**src/include/arm_config.svh**
```systemverilog
`ifndef ARM_CONFIG_SVH
`define ARM_CONFIG_SVH

// Datapath and address width
`define DATA_WIDTH 32

// Architectural registers R0..R15
`define REG_COUNT 16

// R15 reads as PC+8, writes redirect the PC
`define PC_REG 15

// Bytes per instruction
`define PC_STEP 4

`endif

```
**src/hw/armPcUnit.sv**
```systemverilog
`timescale 1ns/1ps
`include "arm_config.svh"

module armPcUnit (
   input  logic                   clk,
   input  logic                   reset,
   input  logic                   pcReady,
   input  logic                   pcSrc,
   input  logic [`DATA_WIDTH-1:0] result,
   output logic [`DATA_WIDTH-1:0] pc,
   output logic [`DATA_WIDTH-1:0] pcPlus8
);

   logic [`DATA_WIDTH-1:0] pcPlus4;
   logic [`DATA_WIDTH-1:0] pcNext;

   assign pcPlus4 = pc + `DATA_WIDTH'(`PC_STEP);
   assign pcPlus8 = pcPlus4 + `DATA_WIDTH'(`PC_STEP);   // Value seen as R15
   assign pcNext  = pcSrc ? result : pcPlus4;           // Branch or R15 write

   always_ff @(posedge clk or posedge reset) begin
      if (reset) begin
         pc <= '0;
      end else if (pcReady) begin
         pc <= pcNext;
      end
   end

endmodule

```
**config.mk**
```make
export PLATFORM = sky130hd
export DESIGN_NAME = armPcUnit
export DESIGN_NICKNAME = d
export VERILOG_FILES = /design/src/hw/armPcUnit.sv
export VERILOG_INCLUDE_DIRS = /design/src /design/src/include
export SDC_FILE = /design/constraint.sdc
export NUM_CORES = 1
export LEC_CHECK = 0
export ABC_CLOCK_PERIOD_IN_PS = 3900
export BUFFER_PORTS_ARGS = -buffer_cell sky130_fd_sc_hd__clkbuf_2
export CAP_MARGIN = 20
export CELL_PAD_IN_SITES_DETAIL_PLACEMENT = 1
export CELL_PAD_IN_SITES_GLOBAL_PLACEMENT = 2
export CORE_UTILIZATION = 29
export DETAILED_ROUTE_END_ITERATION = 10
export PLACE_DENSITY_LB_ADDON = 0.08
export SYNTH_ARGS = -nofsm -noshare
export SYNTH_HDL_FRONTEND = slang
export SYNTH_SLANG_ARGS = --single-unit
```
**constraint.sdc**
```tcl
create_clock -name clk -period 3.9 [get_ports clk]
set_input_delay 0.975 -clock clk [delete_from_list [all_inputs] [get_ports clk]]
set_output_delay 0.975 -clock clk [all_outputs]
set_load 0.02 [all_outputs]
```
After elaboration in Yosys (flattened, before gate mapping). Index checks and enable logic that the tools add are counted.

$add $sub $neg: 2. Multiplexer cells: 1.

Operators by type and width (count): 32-bit by 3-bit adder with 32-bit output (second input constant) (2); 32-bit two-way mux (1).

Bits in registers: 32. Input bits: 36. Output and inout bits: 64.

Logic depth before layout (Yosys ltp).
Depth in word-level cells: 2. Depth in mapped cells: 9.

Least setup slack after synthesis. Ideal clock, no wire load.

Path type: register to output. Start: reg pc[3]. End: out pcPlus8[31]. Data arrival time: 2.810 ns. Path slack: 0.115 ns. Stages on the path, launching flop included: 9. Buffers on the path: 0. Cells stage by stage: dfrtp_1 ha_1 nand4_4 or4_4 or3_1 o31ai_2 and4bb_1 nand4_1 xor2_1.

Cells in the longest elaborated chain, start to end: 2.

Ends and longest elaborated chain: start: declaration (line armPcUnit.sv:10) `` output logic [`DATA_WIDTH-1:0] pc, ``; start signal: assignment (line armPcUnit.sv:25) `pc <= pcNext;`; 32-bit by 3-bit adder with 32-bit output (line armPcUnit.sv:17) `` assign pcPlus4 = pc + `DATA_WIDTH'(`PC_STEP); ``; 32-bit by 3-bit adder with 32-bit output (line armPcUnit.sv:18) `` assign pcPlus8 = pcPlus4 + `DATA_WIDTH'(`PC_STEP); ``; end: declaration (line armPcUnit.sv:11) `` output logic [`DATA_WIDTH-1:0] pcPlus8 ``.

Every way passes these cells.

Final worst setup path.
Start: reg pc[3]. End: out pcPlus8[23].

Same word-level chain as after synthesis.

==> reports/metrics.cfg <==
[finish]
largest_reg_flops=32
n_antenna_cell=0
layout_common_cells=95 x clkbuf_2, 48 x buf_4, 43 x nand2_1
syn2layout_area_growth_pct=36.4
drive_gt1_share_pct=38.2
n_fill_cell=1310
largest_register=pc
seq_area_um2=807
post-route-util_pct=40.8
largestRegisters=pc x32
final_common_cell=clkbuf_2
multi_input_comb_area_um2=2260
layout.nets=550

[synth]
synth-xor-area-share_pct=12.7
netlist_area_um2=3090
synth_warnings=0
synth_fp_nets=435
synth_top_family_by_area=simple AND/OR/NAND/NOR gates
ys_seq_elements=32
yosys.area.top_type=dfrtp_1
ys.flop_type=dfrtp_1
seq_area_frac_synth_pct=25.9
async_flop_share_pct=100
synth_mux_area_share_pct=2.43
yosysTopAreaCellShare_pct=25.9
synth.distinct_cells=56
synthSimpleGateAreaFrac_pct=30.4
syn_area_per_cell_um2=7.81
ys_top_cells_by_area=dfrtp_1 26%, xnor2_1 8.5%, o21ai_0 6.0%
synth_compound_area_share_pct=20.6
synth_edf_count=0
synthCells=396
synth_fa_ha_area_share_pct=1.21

[pwr]
vdd_drop_max_uv=136
power_mw=1.42
p_leak_nw=1.87
power.density_nw_per_um2=336

[detailed_routing]
routedWlPerCell_um=17.3
dr.first_iter.drc_count=122
num_vias=3388
drtPass1Iterations=4
drt-total-wl_mm=11.2
drt.antenna.violating_nets=0
viasPerCell=5.24
drc=0

[die]
initial_utilization_pct=29.9
chipHeight_um=105
std_cell_rows=37
die_w_um=105
dieArea_um2=11100
coreArea_um2=10300
io_pins=100

[timing]
maxSlewViolCount=0
fin_crit_sh_pct=97.2
post-route-min-period_ps=3790
fmax_ghz=0.264
tightest_slew_ps=900
layout_setup_ws_ps=108
setup_viol=0
worst_clock_skew_ps=6.91
hold_viol=0
fin_tns_setup_ps=0
max_slew_margin_pct=40.0
rsz0062_at_grt=yes

[cts]
clock_path_buffers=2
cts_sinks=32
cts_tree=built
path_clk_slew_ps=70
cts_made_buffers=5
cts_root_buf=clkbuf_8
htree_num_levels=2
clk_latency_ps=290

[worst_setup_path]
cp_max_fo=4
cp-start-kind=register
r2r_start=pc[13]
path_class=reg2out
worstPathArrival_ps=2820
cp-startpoint=pc[3]
rrSetupSlack_ps=1400
r2r_cells=9
timing.critical_path.required_ps=2920
r2r_end=pc[31]
end_kind=output port

[hold_path]
hold_depth=1
hold_path.class=reg2reg
min_from=pc[0]
hold_end=pc[0]

[grt]
grt_usage_pct=20.8
grt-ovfl-total=0
antenna_found_initial=0
grt_pass1_vias=3374
grt_pass1_wl_mm=18.3
grt_max_degree=55

[job]
maxCapViolCount=0

[status]
run_status=finished, final reports clean

[place]
port_buffers=99
place_ws_ps=110
dp_hpwl_mm=8.35
gp_congestion=0.791

## critical path, stage by stage, from the launching register on
cell,delay [ps]
dfrtp_2,430
ha_4,180
nand4_4,120
or4_4,540
buf_4,160
o22a_1,210
o41a_1,430
nor2_2,130
xor2_1,170
buf_4,160
## Yosys cell counts (all sizes together), types with 3 or more instances
cell,instances
nand3,17
a22oi,7
and2,5
nor4,8
nand2b,7
clkbuf,18
mux2i,3
buf,19
nand2,43
a21oi,27
nor2,30
inv,7
nor3,11
o22ai,5
and3,13
or3,3
o31ai,3
and4,5
dfrtp,32
nand4,10
o21ai,42
nor3b,3
ha,3
xor2,14
a22o,4
xnor2,30
mux2,4
## per-stage QoR
stage / area (um2) / hold WS (ps) / std cells
floorplan: 3090 / 647 / 396
global placement: 3850 / 512 / 631
detailed placement: 3850 / 525 / 631
CTS: 4020 / 542 / 640
global route: 4220 / 573 / 647
finish: 4220 / 538 / 647
## cell families (layout without fill, tap and decap cells)
group / count (synthesis) / after routing
and+or+nand+nor: 161 / 161
AOI/OAI and AO/OA: 105 / 105
xor gates and xnor gates: 44 / 44
buffers and inverters: 44 / 159
DFF: 32 / 32
muxes: 7 / 7
adders and majority gates: 3 / 3
## cell type report
cell class / count / area share (%)
well taps: 136 / 4.04
inverters: 7 / 0.623
flip-flops and latches: 32 / 19.1
multi-input cells: 320 / 53.7
clock buffers: 7 / 2.28
repair buffers: 145 / 20.2
## per-layer routing
layer	part of all wire, %	routed length [um]	up-vias	global-route usage [%]
li1	-	-	1641	-
met1	50	5620	1663	30.4
met2	46	5100	77	33.1
met3	3.4	377	7	2.10
met4	0.68	76	0	4.23
met5	0	0	-	0
## report_power, final
part           total, mW  leakage [nW]  switching, mW  internal, mW
clock network      0.290        0.0503          0.133         0.157
logic              0.666          1.44          0.405         0.261
registers          0.459         0.377         0.0810         0.378
total               1.42          1.87          0.619         0.796
## timing repair
item	CTS	global route
pin swaps	5	19
endpoints found under the setup margin	12	13
hold buffers	0	0
gates resized for setup	10	31
buffers inserted	2	7
## worst max path at each step
| stage | endpoint | slack (ps) | cells past startpoint |
|---|---|---|---|
| floorplan | pcPlus8[31] | 110 | 8 |
| global placement | pcPlus8[23] | 190 | 10 |
| detailed placement | pcPlus8[31] | 110 | 9 |
| CTS | pcPlus8[23] | -20 | 9 |
| global route | pcPlus8[30] | -30 | 11 |
| finish | pcPlus8[23] | 110 | 9 |
(Power assumes the default switching activity.)
