$ cat src/include/arm_config.svh
`ifndef ARM_CONFIG_SVH
`define ARM_CONFIG_SVH

// Datapath and address width
`define DATA_WIDTH 32

// Architectural registers R0..R15
`define REG_COUNT 16

// R15 reads as PC+8, writes redirect the PC
`define PC_REG 15

// Bytes per instruction
`define PC_STEP 4

`endif

$ cat src/hw/armPkg.sv
package armPkg;

   // Major opcode, bits 27:26
   typedef enum logic [1:0] {
      OP_DP  = 2'b00,
      OP_MEM = 2'b01,
      OP_BR  = 2'b10
   } opT;

   typedef enum logic [1:0] {
      ALU_ADD = 2'b00,
      ALU_SUB = 2'b01,
      ALU_AND = 2'b10,
      ALU_ORR = 2'b11
   } aluOpT;

   typedef enum logic [1:0] {
      IMM8  = 2'b00,   // Data-processing, zero extended
      IMM12 = 2'b01,   // LDR/STR offset, zero extended
      IMM24 = 2'b10    // Branch word offset, sign extended
   } immSrcT;

   typedef struct packed {
      logic [3:0]  cond;
      opT          op;
      logic        imm;
      logic [3:0]  cmd;
      logic        s;
      logic [3:0]  rn;
      logic [3:0]  rd;
      logic [11:0] operand2;   // imm8 or rm in the low bits
   } dpInstrT;

   typedef struct packed {
      logic [3:0]  cond;
      opT          op;
      logic [5:0]  funct;      // L bit is funct[0]
      logic [3:0]  rn;
      logic [3:0]  rd;
      logic [11:0] imm12;
   } memInstrT;

   typedef struct packed {
      logic [3:0]  cond;
      opT          op;
      logic [1:0]  funct;
      logic [23:0] imm24;
   } brInstrT;

   // One instruction word, three views
   typedef union packed {
      dpInstrT  dp;
      memInstrT mem;
      brInstrT  br;
   } instrT;

   typedef struct packed {
      logic neg;
      logic zero;
      logic carry;
      logic overflow;
   } flagsT;

   typedef struct packed {
      logic [1:0] regSrc;      // [0] R15 on port A, [1] rd on port B
      immSrcT     immSrc;
      logic       aluSrc;
      logic       memToReg;
      logic       regW;
      logic       memW;
      logic       pcS;
      logic [1:0] flagW;       // [1] N,Z  [0] C,V
      aluOpT      aluOp;
      logic       memStrobe;
   } ctrlT;

   // Controls after the condition check
   typedef struct packed {
      logic       regWrite;
      logic       memWrite;
      logic       pcSrc;
      logic [1:0] flagWrite;
   } commitT;

endpackage

$ cat src/hw/armExecute.sv
`timescale 1ns/1ps
`include "arm_config.svh"

module armExecute import armPkg::*; (
   input  instrT                  instr,
   input  ctrlT                   ctrl,
   input  logic [`DATA_WIDTH-1:0] srcA,
   input  logic [`DATA_WIDTH-1:0] writeData,
   output logic [`DATA_WIDTH-1:0] aluResult,
   output flagsT                  aluFlags
);

   localparam int DW = `DATA_WIDTH;

   logic [DW-1:0] extImm;
   logic [DW-1:0] srcB;
   logic [DW-1:0] condInvB;
   logic [DW:0]   sum;      // Carry out in the top bit
   logic          sub;
   logic          arith;

   always_comb begin
      case (ctrl.immSrc)
         IMM8:    extImm = {{(DW-8){1'b0}}, instr.dp.operand2[7:0]};
         IMM12:   extImm = {{(DW-12){1'b0}}, instr.mem.imm12};
         // Word offset, shifted to bytes
         IMM24:   extImm = {{(DW-26){instr.br.imm24[23]}}, instr.br.imm24, 2'b00};
         default: extImm = '0;
      endcase
   end

   assign srcB = ctrl.aluSrc ? extImm : writeData;   // Immediate or rm

   // SUB as A + ~B + 1 on the same adder
   assign sub      = (ctrl.aluOp == ALU_SUB);
   assign arith    = ctrl.aluOp inside {ALU_ADD, ALU_SUB};
   assign condInvB = sub ? ~srcB : srcB;
   assign sum      = {1'b0, srcA} + {1'b0, condInvB} + {{DW{1'b0}}, sub};

   always_comb begin
      case (ctrl.aluOp)
         ALU_ADD, ALU_SUB: aluResult = sum[DW-1:0];
         ALU_AND:          aluResult = srcA & srcB;
         ALU_ORR:          aluResult = srcA | srcB;
         default:          aluResult = sum[DW-1:0];
      endcase
   end

   // C and V only meaningful for the adder
   assign aluFlags = '{neg:      aluResult[DW-1],
                       zero:     (aluResult == '0),
                       carry:    arith & sum[DW],
                       overflow: arith & ~(srcA[DW-1] ^ srcB[DW-1] ^ sub) &
                                 (srcA[DW-1] ^ sum[DW-1])};

endmodule

$ cat config.mk
export PLATFORM = sky130hd
export DESIGN_NAME = armExecute
export DESIGN_NICKNAME = d
export VERILOG_FILES = /design/src/hw/armPkg.sv /design/src/hw/armExecute.sv
export VERILOG_INCLUDE_DIRS = /design/src /design/src/include
export SDC_FILE = /design/constraint.sdc
export NUM_CORES = 1
export LEC_CHECK = 0
export ABC_AREA = 1
export BUFFER_PORTS_ARGS = -buffer_cell sky130_fd_sc_hd__buf_2
export CORE_MARGIN = 2
export CORE_UTILIZATION = 53
export DETAILED_ROUTE_END_ITERATION = 7
export PLACE_DENSITY = 0.85
export SLEW_MARGIN = 0
export SYNTH_ARGS = -nofsm -noshare
export SYNTH_HDL_FRONTEND = slang
export SYNTH_SLANG_ARGS = --single-unit
$ cat constraint.sdc
create_clock -name vclk -period 3.43
set_input_delay 0.343 -clock vclk [all_inputs]
set_output_delay 0.343 -clock vclk [all_outputs]
set_load 0.02 [all_outputs]
==> results of run 1 <==
-- what timing repair did --
action / 4_1_cts
setup endpoints to repair: 14
pin swaps: 42
cloned: 2
resized for setup: 106
hold buffers: 0
setup buffers: 22
-- metal layers --
metal / track usage (%) / overflow
met4: 84.0 / 28
met2: 97.7 / 37
met3: 65.0 / 1
met1: 82.6 / 3
met5: 19.9 / 0
-- cell families after synthesis --
kind of cell	Yosys count	share of synthesized area [%]
XOR/XNOR	36	7.81
AO/OA/AOI/OAI	157	21.7
adder cells (fa/ha/maj)	37	11.5
AND/OR/NAND/NOR	415	45.9
buffers and inverters	130	13.1
-- metrics by stage --
| step | cells | setup TNS, ps | hold slack, ps | area, um2 |
|---|---|---|---|---|
| 2_1_floorplan | 775 | 0 | 909 | 4040 |
| 3_3_place_gp | 1107 | -601 | 1090 | 5650 |
| 3_5_place_dp | 1107 | -1300 | 1090 | 5650 |
| 4_1_cts | 1131 | -57.4 | 1090 | 6170 |
==> summary.md, run 1 <==
| Metric | Value |
|---|---|
| DIE WIDTH | `roughly 91 um` |
| Most frequent cell after synthesis | `nand2_1` |
| Worst End Pin Type | `primary output` |
| Place WS | `-358 ps` |
| Area share of the largest cell type after synthesis | `21.7%` |
| Number of I/O port buffers | `between 100 and 150` |
| Top cells by count, synth | `nand2_1 (233), inv_1 (95), nor2_1 (69), a21oi_1 (61), nand3_1 (61)` |
| Seq/Total Area, Yosys | `0%` |
| Global-route usage over all layers | `81.6%` |
| IO Pins | `146` |
| Tool error | `[ERROR GRT-0232] Routing congestion too high. Check the congestion heatmap in the GUI.` |
| Post-synthesis cell area | `roughly 4000 um2` |
| Row count | `31` |
| Starting density of the core | `a little under three fifths` |
| Outcome | `did not finish` |
| Mapped Cells | `just under 800` |
| Placer Congestion | `1.04` |
| Post-synth top area cell | `nand2_1` |
| Syn Nets | `919` |
| Ranking of synthesized cells by area | `nand2_1 (22%), ha_1 (10%), inv_1 (8.8%)` |
| Die Ht | `91.3 um` |
| Avg Cell Area, Syn | `5.21 um2` |
| Hpwl dp | `about 13 mm` |
| Post-GRT worst EP | `aluFlags[2]` |
| Yosys cell types | `49` |
| Failed at | `global routing (5_1_grt)` |
| Yosys Warn Count | `0` |
| Largest net degree at the start of global routing | `48` |
| Gr ovfl total | `between 60 and 70` |
==> run 2, diff against run 1 <==
CORE_UTILIZATION = 40   (was 53)
PLACE_DENSITY = default   (was 0.85)
PLACE_DENSITY_LB_ADDON = 0.15   (was default)
==> summary.md, run 2 <==
| Metric | Value |
|---|---|
| Outcome | `finished, violations left` |
| Failing checks | `setup timing` |
| Critical path arrival | `3220 ps` |
| IO Pins | `146 (unchanged)` |
| Syn Nets | `919 (unchanged)` |
| Row count | `36 (+16%)` |
| Largest net degree at the start of global routing | `48` |
| WL/cell | `14.0 um` |
| Setup TNS | `-205 ps` |
| Post-synthesis cell area | `4040 um2 (unchanged)` |
| Slew @ Worst Pin | `approximately 550 ps` |
| First-pass GRT wire length | `24.9 mm` |
| Critical Path Start | `ctrl[11]` |
| Sequential Area | `0 um2` |
| Ranking of synthesized cells by area | `nand2_1 (22%), ha_1 (10%), inv_1 (8.8%)` |
| Initial antenna violation count | `0` |
| Sw Ratio | `a little under three fifths` |
| Number of global-route vias before repair | `5409` |
| Number of I/O port buffers | `129 (unchanged)` |
| Yosys cell types | `49 (unchanged)` |
| Die Ht | `104 um (+14%)` |
| Dpl cells | `1143 (+3.3%)` |
| Crit path cell chain | `buf_6, inv_4, buf_6, buf_4, nand2_1, o211ai_1, xor2_1, ha_4, nand2_2, inv_1, nand2_2, nor2_1, nand3_1, buf_4, nand4_1, nand3_1, nand2_2, nor2_2, nand3_2, nor2_2, nand3_1, nor2_2, buf_6` |
| Area of the multi-input gates | `4210 um2` |
| Top cells by count, synth | `nand2_1 (233), inv_1 (95), nor2_1 (69), a21oi_1 (61), nand3_1 (61)` |
| Sequential power share | `0%` |
| Number of flip-flops and latches | `0` |
| Most common cell after layout, fill and taps aside | `nand2_1` |
| Cts-stage hold buffer count | `0 (unchanged)` |
| DR iter-0 viols | `approximately 500` |
| Clk pwr share | `0%` |
| Vias/cell | `5.22` |
| Post-route cell area | `6700 um2` |
| Max Fanout on Critical Path | `4` |
| Router iterations before antenna repair | `5` |
| DRC errors left | `0` |
| Seq/Total Area, Yosys | `0% (unchanged)` |
| Hold path start | `srcA[25]` |
| Post-Synth Adder-Cell Area | `11.5% (unchanged)` |
| Gate power share | `100.0%` |
| Drt total wl | `16.4 mm` |
| Int Pwr | `0.820 mW` |
| Global-route usage over all layers | `a little over a quarter` |
| Slowest stage cell, crit path | `o211ai_1` |
| Max incr delay on CP | `approximately 310 ps` |
| Simple-gate share of the synthesized area | `45.9% (unchanged)` |
| Max Freq | `around 280 MHz` |
| Routed vias | `6104` |
| Post-route ant nets | `0` |
| VDD IR max | `160 uV` |
| Final core utilization | `between 60% and 70%` |
| Xor/xnor share of the synthesized area | `7.81% (unchanged)` |
| Mapped Cells | `775 (unchanged)` |
| RSZ-0062 raised after global routing | `yes` |
| Crit Path Class | `primary input to output port` |
| Die area | `10900 um2` |
| Power per cell area | `280 nW/um2` |
| Post-DP Area | `5720 um2 (+1.2%)` |
| Gr ovfl total | `0` |
| Ant diodes | `0` |
| Layout cells sized above 1 | `46.2%` |
| Placer Congestion | `1.00 (-3.5%)` |
| Mux cell area share after synthesis | `0% (unchanged)` |
| Hold crit path type | `primary input to output port` |
| Area share of the largest cell type after synthesis | `21.7% (unchanged)` |
| DIE WIDTH | `104 um (+14%)` |
| Post-synth top area cell | `nand2_1` |
| Final setup fails | `3` |
| Final setup margin | `-136 ps` |
| Nets@finish | `1183` |
| Hold Fails Final Rpt | `0` |
| Core area | `9770 um2` |
| Switching power | `1.06 mW` |
| Tot Pwr | `1.88 mW` |
| Largest family of logic cells by synthesized area | `simple AND/OR/NAND/NOR gates` |
| Most frequent cell after synthesis | `nand2_1` |
| Place WS | `-302 ps (+56.6 ps)` |
| Area Overhead vs Synth | `66.0%` |
| Final Max Slew Viols | `0` |
| CP endpoint kind | `output port` |
| Fin crit share | `104%` |
| CLK BUF | `0` |
| CP Data Required Time | `just over 3000 ps` |
| LEAKAGE | `3.54 nW` |
| Avg Cell Area, Syn | `5.21 um2 (unchanged)` |
| Crit start category | `primary input` |
| Fin crit period | `3570 ps` |
| Starting density of the core | `41.3% (-14 points)` |
| Max-cap violations | `0` |
| Most frequent cells in the layout | `nand2_1 (182), buf_4 (151), buf_2 (119)` |
| Synth Area in Compound Gates | `21.7% (unchanged)` |
| Relative slew slack | `63.3%` |
| Hpwl dp | `12.8 mm (-1.5%)` |
| Hold_ws | `1090 ps` |
| Final std cells w/o fill | `1170` |
| Yosys Warn Count | `0 (unchanged)` |
| FILL cells | `between 800 and 900` |
==> run 2: cell counts after synthesis <==
Identical to the previous run, type by type.
==> run 2: repair_timing <==
item,4_1_cts,5_1_grt
gates cloned,1,0
pin swaps,64,62
resized for setup,112,112
setup endpoints to repair,6,19
buffers inserted,17,12
==> run 2: per-layer routing <==
| metal | up-vias | global-route usage, % | share of wire (%) |
|---|---|---|---|
| met1 | 2734 | 40.2 | 46 |
| met5 | - | 0 | 0 |
| li1 | 3057 | - | - |
| met2 | 283 | 44.6 | 44 |
| met4 | 0 | 3.96 | 2.1 |
| met3 | 30 | 1.00 | 7.2 |
==> run 2: path summary, 6_finish.rpt <==
check / endpoint / slack [ps] / cells after the start
setup / recovery: aluFlags[2] / -140 / 23
hold / removal: aluResult[25] / 1090 / 4
==> run 2: cells by family (layout without fill, tap and decap cells) <==
logic type | count (synthesis) | in the layout
xor gates and xnor gates | 36 | 36
adders and majority gates | 37 | 37
AOI/OAI and AO/OA | 157 | 157
buffers and inverters | 130 | 392
and+or+nand+nor | 415 | 415
==> run 2: final cells by class <==
class	count	share of cell area, %
timing repair buffer	284	28.4
inverter	108	6.23
multi-input combinational	645	62.9
tap	133	2.48
==> run 2: critical path: cells and delay by family <==
kind                       cells  cell delay (ps)
AOI/OAI and AO/OA              1              310
xor gates and xnor gates       1              280
adders and majority gates      1              280
buffers and inverters          7              690
and+or+nand+nor               13             1330
==> run 2: power groups by stage <==
stage	logic (mW)	clock network, mW	registers (mW)
2_1_floorplan	0.890	0	0
3_3_place_gp	1.50	0	0
3_5_place_dp	1.52	0	0
4_1_cts	1.66	0	0
5_1_grt	2.03	0	0
6_report	1.88	0	0
Note: power is estimated with default switching activity, not from simulation.
