--- config.mk ---
export PLATFORM = sky130hd
export DESIGN_NAME = armCondUnit
export DESIGN_NICKNAME = d
export VERILOG_FILES = /design/src/include/arm_config.svh /design/src/hw/armPkg.sv /design/src/hw/armCondUnit.sv
export SDC_FILE = /design/constraint.sdc
export NUM_CORES = 1
export LEC_CHECK = 0
export ABC_CLOCK_PERIOD_IN_PS = 1900
export BUFFER_PORTS_ARGS = -buffer_cell sky130_fd_sc_hd__buf_2
export CAP_MARGIN = 20
export CORE_MARGIN = 1.5
export CORE_UTILIZATION = 35
export DETAILED_ROUTE_END_ITERATION = 12
export PLACE_DENSITY = 0.73
export SLEW_MARGIN = 25
export SYNTH_ARGS = -nofsm -noshare
export SYNTH_HDL_FRONTEND = slang
export SYNTH_SLANG_ARGS = --single-unit
--- constraint.sdc ---
create_clock -name clk -period 1.9 [get_ports clk]
set_input_delay 0.285 -clock clk [delete_from_list [all_inputs] [get_ports clk]]
set_output_delay 0.285 -clock clk [all_outputs]
set_load 0.03 [all_outputs]
--- src/include/arm_config.svh ---
`ifndef ARM_CONFIG_SVH
`define ARM_CONFIG_SVH

// Datapath and address width
`define DATA_WIDTH 32

// Architectural registers R0..R15
`define REG_COUNT 16

// R15 reads as PC+8, writes redirect the PC
`define PC_REG 15

// Bytes per instruction
`define PC_STEP 4

`endif

--- src/hw/armPkg.sv ---
package armPkg;

   // Major opcode, bits 27:26
   typedef enum logic [1:0] {
      OP_DP  = 2'b00,
      OP_MEM = 2'b01,
      OP_BR  = 2'b10
   } opT;

   typedef enum logic [1:0] {
      ALU_ADD = 2'b00,
      ALU_SUB = 2'b01,
      ALU_AND = 2'b10,
      ALU_ORR = 2'b11
   } aluOpT;

   typedef enum logic [1:0] {
      IMM8  = 2'b00,   // Data-processing, zero extended
      IMM12 = 2'b01,   // LDR/STR offset, zero extended
      IMM24 = 2'b10    // Branch word offset, sign extended
   } immSrcT;

   typedef struct packed {
      logic [3:0]  cond;
      opT          op;
      logic        imm;
      logic [3:0]  cmd;
      logic        s;
      logic [3:0]  rn;
      logic [3:0]  rd;
      logic [11:0] operand2;   // imm8 or rm in the low bits
   } dpInstrT;

   typedef struct packed {
      logic [3:0]  cond;
      opT          op;
      logic [5:0]  funct;      // L bit is funct[0]
      logic [3:0]  rn;
      logic [3:0]  rd;
      logic [11:0] imm12;
   } memInstrT;

   typedef struct packed {
      logic [3:0]  cond;
      opT          op;
      logic [1:0]  funct;
      logic [23:0] imm24;
   } brInstrT;

   // One instruction word, three views
   typedef union packed {
      dpInstrT  dp;
      memInstrT mem;
      brInstrT  br;
   } instrT;

   typedef struct packed {
      logic neg;
      logic zero;
      logic carry;
      logic overflow;
   } flagsT;

   typedef struct packed {
      logic [1:0] regSrc;      // [0] R15 on port A, [1] rd on port B
      immSrcT     immSrc;
      logic       aluSrc;
      logic       memToReg;
      logic       regW;
      logic       memW;
      logic       pcS;
      logic [1:0] flagW;       // [1] N,Z  [0] C,V
      aluOpT      aluOp;
      logic       memStrobe;
   } ctrlT;

   // Controls after the condition check
   typedef struct packed {
      logic       regWrite;
      logic       memWrite;
      logic       pcSrc;
      logic [1:0] flagWrite;
   } commitT;

endpackage

--- src/hw/armCondUnit.sv ---
`timescale 1ns/1ps

module armCondUnit import armPkg::*; (
   input  logic       clk,
   input  logic       reset,
   input  logic       pcReady,
   input  logic [3:0] cond,
   input  ctrlT       ctrl,
   input  flagsT      aluFlags,
   output commitT     commit
);

   flagsT flags;   // Stored NZCV
   logic  condEx;
   logic  ge;
   logic  update;  // Condition passed and not stalled

   // N,Z and C,V load separately
   always_ff @(posedge clk or posedge reset) begin
      if (reset) begin
         flags <= '0;
      end else begin
         if (commit.flagWrite[1]) begin
            flags.neg  <= aluFlags.neg;
            flags.zero <= aluFlags.zero;
         end
         if (commit.flagWrite[0]) begin
            flags.carry    <= aluFlags.carry;
            flags.overflow <= aluFlags.overflow;
         end
      end
   end

   assign ge = (flags.neg == flags.overflow);

   always_comb begin
      case (cond)
         4'b0000: condEx = flags.zero;                    // EQ
         4'b0001: condEx = ~flags.zero;                   // NE
         4'b0010: condEx = flags.carry;                   // CS
         4'b0011: condEx = ~flags.carry;                  // CC
         4'b0100: condEx = flags.neg;                     // MI
         4'b0101: condEx = ~flags.neg;                    // PL
         4'b0110: condEx = flags.overflow;                // VS
         4'b0111: condEx = ~flags.overflow;               // VC
         4'b1000: condEx = flags.carry & ~flags.zero;     // HI
         4'b1001: condEx = ~(flags.carry & ~flags.zero);  // LS
         4'b1010: condEx = ge;                            // GE
         4'b1011: condEx = ~ge;                           // LT
         4'b1100: condEx = ~flags.zero & ge;              // GT
         4'b1101: condEx = ~(~flags.zero & ge);           // LE
         4'b1110: condEx = 1'b1;                          // AL
         default: condEx = 1'b0;
      endcase
   end

   // PC is enabled by pcReady in armPcUnit, memory samples pcReady itself
   assign update = condEx & pcReady;
   assign commit = '{regWrite:  ctrl.regW & update,
                     memWrite:  ctrl.memW & condEx,
                     pcSrc:     ctrl.pcS & condEx,
                     flagWrite: ctrl.flagW & {2{update}}};

   assert property (@(posedge clk) disable iff (reset) commit.memWrite |-> ctrl.memStrobe)
      else $error("armCondUnit: memWrite without memStrobe");

endmodule

=== Yosys cells after proc, flatten, opt, wreduce, memory -nomap -nowiden ===
Index checks and enable logic that the tools add are counted.
W data, S select, Z words.

* Output and inout port bits: 5
* Logic and storage cells: 35
* Register bits after elaboration: 4

* Bitwise logic cells: 14
* Muxes and demuxes: 1
* Equality and inequality tests: 15
* Reductions and logical operators: 1

{| class="wikitable"
|+ Operators with widths
! operator !! number
|-
| $eq A4 B4 Y1 const B || 7
|-
| $eq A4 B3 Y1 const B || 4
|-
| $pmux W1 S15 || 1
|-
| $eq A4 B2 Y1 const B || 2
|-
| $not A1 Y1 || 7
|-
| $and A1 B1 Y1 || 6
|-
| $eq A4 B1 Y1 const B || 1
|-
| $logic_not A4 Y1 || 1
|-
| $and A2 B2 Y2 || 1
|-
| $eq A1 B1 Y1 || 1
|}

=== Longest topological paths before layout ===
Gate-level depths: netlist of the first run.

* Word-level depth: 6
* Mapped depth: 6
* Mapped depth without buffers: 5

=== Worst setup path after synthesis of the first run ===
No wires, ideal clock.

* Kind: register to register
* Start: register flags[1] (netlist bit)
* End: register flags[0] (netlist bit)
* Stages on the path, launching flop included: 6
* Path slack: -0.070 ns
* Data required time: 1.773 ns
* Setup time: 0.127 ns
* Data arrival time: 1.843 ns
* Cells stage by stage: dfrtp_1 > nor2b_1 > a2111oi_0 > a2111oi_2 > a21oi_2 > mux2_1

{| class="wikitable"
|+ RTL lines
! element !! line !! text
|-
| start, declared || armCondUnit.sv:13 || <nowiki>flagsT flags;</nowiki>
|}

==> results.txt, run 1 <==
Worst-skew pair later-pin latency: 0.23 ns
# clock sinks: 4
Yosys cell types: 25
Relative slew slack: 68.6%
Vias in the first global route: 428
Vias per cell: 5.27
Top-area cell type share of the netlist area: 21.8%
Worst hold start: aluFlags[3]
Placed Instances: 82
Final Skew: 0.00104 ns
Hold Fails Final Rpt: 0
Fraction of registers with async set/reset: 100%
Ys Warns: 0
Maxcap violations: 0
Final setup fails: 9
PwrDens: 1190 mW/mm^2
Sequential element share of the synthesized area: 21.8%
Max Slew Vio Count: 0
CTS tree: done
DRC viols: 0
Die Footprint: 0.00154 mm^2
Remaining antenna violation count: 0
Worst-path fanout max: 5
Gate Count Post-Synth: 46
Clock root cell: clkbuf_4
Setup ws final: -0.208 ns
Post-synth EDFFs: 0
Reg2Reg Launch Point: flags[0]
Most flop-heavy register: flags
Status: finished, violations left
Worst vdd ir: 0.000679 V
Pre-CTS WS: -0.0506 ns
H-tree depth: 1
Ant. Diodes: 0
Die width: 39.2 um
Peak Freq: 0.474 GHz
Worst-case reg-to-reg path depth: 8
CP Class: reg -> out
Number of nets in the layout: 105
Row count: 12
Hold depth: 2
Area contributors post-synth: dfrtp_1, buf_6, mux2_1
Hold Crit Class: in -> reg
RD Place Congestion: 0.768
Synth cell count leaders: buf_6, dfrtp_1, mux2_1, nand2_1, mux2i_1
Largest net degree at the start of global routing: 11
Period utilisation layout: 111%
First-pass GRT wire length: 1850 um
Area grow syn2layout: 68.4%
Yosys top cell by area: dfrtp_1
Total grt overflow: 0
Regs by FF count: flags (4)
WHS Endpoint: flags[3]
Req. time, crit path: 1.62 ns
Worst slew pin tran: 0.467 ns
Violated checks: negative setup slack
RSZ-0062 raised after global routing: yes
WL per Instance: 13.8 um
Mapped Area: 459 um^2
Mean Syn Cell Area: 9.98 um^2
Drt total wl: 1270 um
#FFs+latches synth: 4
Crit path capture type: primary output
Main synth FF type: dfrtp_1
Max reg flops: 4
Share of cells above drive strength 1: 61.5%
Critical path arrival: 1.82 ns
Chip height: 39.2 um
Final core occ: 66.0%
Iter 0 DRT Violations: 2
Pwr Total: 0.923 mW
I/O Buffers: 20
FF-to-FF End: flags[0]
Total GRT Usage: 19.8%
Final HPWL DP: 803 um
Vias: 485
Clk pin slew, worst setup/hold paths: 0.04 ns
Number of CTS-inserted buffers: 3
Fin area: 773 um^2
Post-synth net total: 71
Core ar.: 0.00117 mm^2
CP startpoint kind: flip-flop
Clock buffer depth: 2
Antenna violations before repair: 0
Reg2reg setup slack: -0.20 ns
Starting density of the core: 39.2%
Dpl cell area: 611 um^2
Minimum clock period: 2.11 ns
Top Ports: 30
DRT Pass-1 Iters: 3
Final Non-Filler Cells: 92
Pleak: 0.353 nW
==> kinds of logic after synthesis <==
kind of cell	Yosys count	share of synthesized area, %
simple gates	20	29.2
compound gates	7	14.4
mux	7	16.3
buf+inv	6	11.4
flops	4	21.8
xor+xnor	2	6.81
==> cells in the final DEF, fill, tap and decap left out, types with 2 or more instances in the layout <==
master,instances
a21oi_4,2
buf_2,15
buf_4,10
buf_6,7
clkbuf_4,3
dfrtp_1,2
dfrtp_2,2
inv_1,2
mux2_1,4
mux2i_1,3
nand2_1,3
nand2b_1,2
nor2b_1,2
nor4bb_1,2
==> metrics by stage <==
| stage | hold WS [ns] | setup TNS (ns) |
|---|---|---|
| global route | 0.252 | -2.48 |
| CTS | 0.256 | -1.18 |
| finish | 0.267 | -1.54 |
| global placement | 0.168 | -0.0508 |
| detailed placement | 0.167 | -0.0976 |
| floorplan | 0.0511 | -0.00698 |
==> power breakdown <==
part / internal (mW) / leakage [nW] / switching, mW / total, mW
combinational: 0.369 / 0.294 / 0.233 / 0.603
sequential: 0.134 / 0.0454 / 0.0822 / 0.216
clock: 0.0706 / 0.0138 / 0.0335 / 0.104
==> layout make-up <==
class,count,area (um^2)
clock buffers,3,22.5
fillers,98,398
inverters,2,7.51
multi-input cells,36,384
flip-flops and latches,4,103
well taps,14,17.5
repair buffers,33,239
==> critical path: stages (launching register included) <==
cell and delay (ns):
dfrtp_2 0.46, xnor3_1 0.39, nand4_1 0.10, and4_4 0.19
buf_4 0.15, a21oi_4 0.15, buf_6 0.15
==> repair_timing <==
action                                  in CTS  in global routing
hold buffers                                 1                  0
cloned                                       0                  0
pin swaps                                   12                  1
buffers inserted                             6                  1
resized for setup                           19                  3
endpoints found under the hold margin        4                  0
endpoints found under the setup margin       8                  9
==> metal layers <==
| layer | track usage [%] | up-vias | wire length, um |
|---|---|---|---|
| met5 | 0 | - | 0 |
| met4 | 16.4 | 0 | 27 |
| met3 | 4.05 | 2 | 33 |
| met2 | 35.0 | 12 | 720 |
| met1 | 19.2 | 230 | 486 |
| li1 | - | 241 | - |
==> worst max path at each step <==
stage	from	cells after the start	slack, ns	endpoint
final	flags[0]	6	-0.21	commit[1]
after global placement	flags[3]	6	-0.03	commit[0]
after global routing	flags[0]	6	-0.32	commit[0]
after floorplan	flags[3]	5	-0.007	commit[4]
after CTS	flags[3]	7	-0.20	commit[4]
after detailed placement	flags[3]	6	-0.05	commit[0]
Power figures use the tool's default switching activity.
==> inputs of run 2 (changes only) <==
--- a/config.mk
+++ b/config.mk
@@ -9,9 +9,9 @@
 export BUFFER_PORTS_ARGS = -buffer_cell sky130_fd_sc_hd__buf_2
 export CAP_MARGIN = 20
 export CORE_MARGIN = 1.5
-export CORE_UTILIZATION = 35
+export CORE_UTILIZATION = 33
 export DETAILED_ROUTE_END_ITERATION = 12
-export PLACE_DENSITY = 0.73
+export PLACE_DENSITY = 0.69
 export SLEW_MARGIN = 25
 export SYNTH_ARGS = -nofsm -noshare
 export SYNTH_HDL_FRONTEND = slang
==> run 2 against run 1 <==
Compared with the run above: via count is 0.41% lower; critical path type unchanged; clock skew hardly changed; first-iteration DRC count is 50% higher; largest cell class unchanged; design area is 2.8% lower; the run still ends with negative setup slack left; largest power group unchanged; highest routed layer unchanged.
==> results.txt, run 2 (synthesis gave the netlist of run 1 again) <==
Minimum clock period: 2.06 ns (-0.0503 ns)
Final Skew: 0.00121 ns (+0.000166 ns)
Vias: 483 (-0.41%)
Setup ws final: -0.158 ns (+0.0503 ns)
Req. time, crit path: 1.62 ns (about the same)
I/O Buffers: 20 (unchanged)
Fin area: 752 um^2 (-2.8%)
Total GRT Usage: 16.6% (-3.1 points)
Crit path capture type: primary output
Maxcap violations: 0 (unchanged)
FILL cells: 127 (+30%)
Clock root cell: clkbuf_4
Hold Crit Class: in -> reg
Period utilisation layout: 108% (-2.6 points)
Antenna violations before repair: 0 (unchanged)
Max Slew Vio Count: 0 (unchanged)
Starting density of the core: 35.3% (-3.9 points)
First-pass GRT wire length: 1750 um (-5.6%)
Die Footprint: 0.00162 mm^2 (+5.6%)
Number of CTS-inserted buffers: 3 (unchanged)
Critical path arrival: 1.77 ns (-0.05 ns)
Most flop-heavy register: flags
Area grow syn2layout: 63.8%
Total grt overflow: 0 (unchanged)
Pleak: 0.342 nW (-3.1%)
Max reg flops: 4 (unchanged)
Clk pin slew, worst setup/hold paths: 0.04 ns (about the same)
Iter 0 DRT Violations: 3 (+1)
Relative slew slack: 77.9% (+9.3 points)
Worst-path fanout max: 5 (unchanged)
Final TNS setup: -1.02 ns (+0.523 ns)
Row count: 13 (+1)
RD Place Congestion: 0.874 (+14%)
Worst vdd ir: 0.000562 V (-17%)
Core ar.: 0.00130 mm^2 (+11%)
Status: finished, violations left
Worst slew pin tran: 0.329 ns (-0.138 ns)
Worst-skew pair later-pin latency: 0.24 ns (about the same)
Peak Freq: 0.486 GHz (+2.4%)
Vias in the first global route: 398 (-7.0%)
Leading cell type in the layout, fill and taps excluded: buf_2
Largest net degree at the start of global routing: 11 (unchanged)
Die width: 40.3 um (+2.8%)
Most frequent cells in the layout: buf_2, buf_4, buf_6, nand2_1, mux2_1
Top Ports: 30 (unchanged)
Vias per cell: 5.31 (+0.68%)
Violated checks: negative setup slack
Remaining antenna violation count: 0 (unchanged)
RSZ-0062 raised after global routing: yes
Regs by FF count: flags (4)
CP startpoint kind: flip-flop
Pre-CTS WS: -0.0456 ns (+0.00499 ns)
CTS tree: done
DRT Pass-1 Iters: 3 (unchanged)
Final HPWL DP: 769 um (-4.2%)
Number of nets in the layout: 103 (-1.9%)
DRC viols: 0 (unchanged)
Pwr Total: 0.831 mW (-9.9%)
Dpl cell area: 604 um^2 (-1.0%)
PwrDens: 1110 mW/mm^2 (-7.4%)
Final setup fails: 9 (unchanged)
Ant. Diodes: 0 (unchanged)
WL per Instance: 12.5 um (-9.3%)
CP Class: reg -> out
Drt total wl: 1140 um (-10%)
Share of cells above drive strength 1: 57.9% (-3.6 points)
Chip height: 40.3 um (+2.8%)
Hold Fails Final Rpt: 0 (unchanged)
H-tree depth: 1 (unchanged)
# clock sinks: 4 (unchanged)
Clock buffer depth: 2 (unchanged)
## run 2: what timing repair did
action	CTS	global route
endpoints found under the setup margin	5	9
endpoints found under the hold margin	4	0
hold buffers	1	0
setup buffers	4	1
pin swaps	6	2
resized for setup	16	4
## run 2: critical path, cell delays in order, from the launching register on
cell and delay, ns:
dfrtp_2 0.41, xnor3_1 0.40, nand4_1 0.10, and4_4 0.23, nand2_1 0.07, and3_1 0.19, buf_6 0.13
## run 2: path summary, 6_finish.rpt
kind                             startpoint   endpoint  slack (ns)  depth (start not counted)
worst min register to register     flags[1]   flags[1]        0.56                          1
worst min-delay path            aluFlags[2]   flags[2]        0.26                          2
worst max register to register     flags[0]   flags[1]       -0.11                          8
worst max-delay path               flags[0]  commit[4]       -0.16                          6
min in group asynchronous             reset   flags[3]        0.48                          3
max in group asynchronous             reset   flags[0]        1.26                          3
## run 2: layout make-up
class,instances,area [um^2],area share [%]
Multi-Input combinational cell,36,375,49.9
Timing Repair Buffer,31,224,29.8
Sequential cell,4,104,13.8
Clock buffer,3,22.5,3.00
Tap cell,15,18.8,2.50
Inverter,2,7.51,0.998
## run 2: stage by stage
step           utilization, %  cells  hold WS, ns
6_report                 57.8     91        0.265
5_1_grt                  57.8     91        0.260
4_1_cts                  55.7     90        0.259
3_5_place_dp             46.4     82        0.176
3_3_place_gp             46.4     82        0.168
2_1_floorplan               -     46       0.0511
## run 2: metal layers
| layer | wire [um] | vias to the layer above | global-route usage [%] |
|---|---|---|---|
| li1 | - | 236 | - |
| met1 | 487 | 234 | 19.7 |
| met2 | 601 | 11 | 28.2 |
| met3 | 35 | 2 | 2.22 |
| met4 | 14 | 0 | 10.0 |
| met5 | 0 | - | 0 |
## run 2: power breakdown
group          internal [mW]  switching [mW]  leakage, nW
sequential             0.136          0.0827       0.0443
clock                 0.0708          0.0371       0.0138
combinational          0.297           0.208        0.284
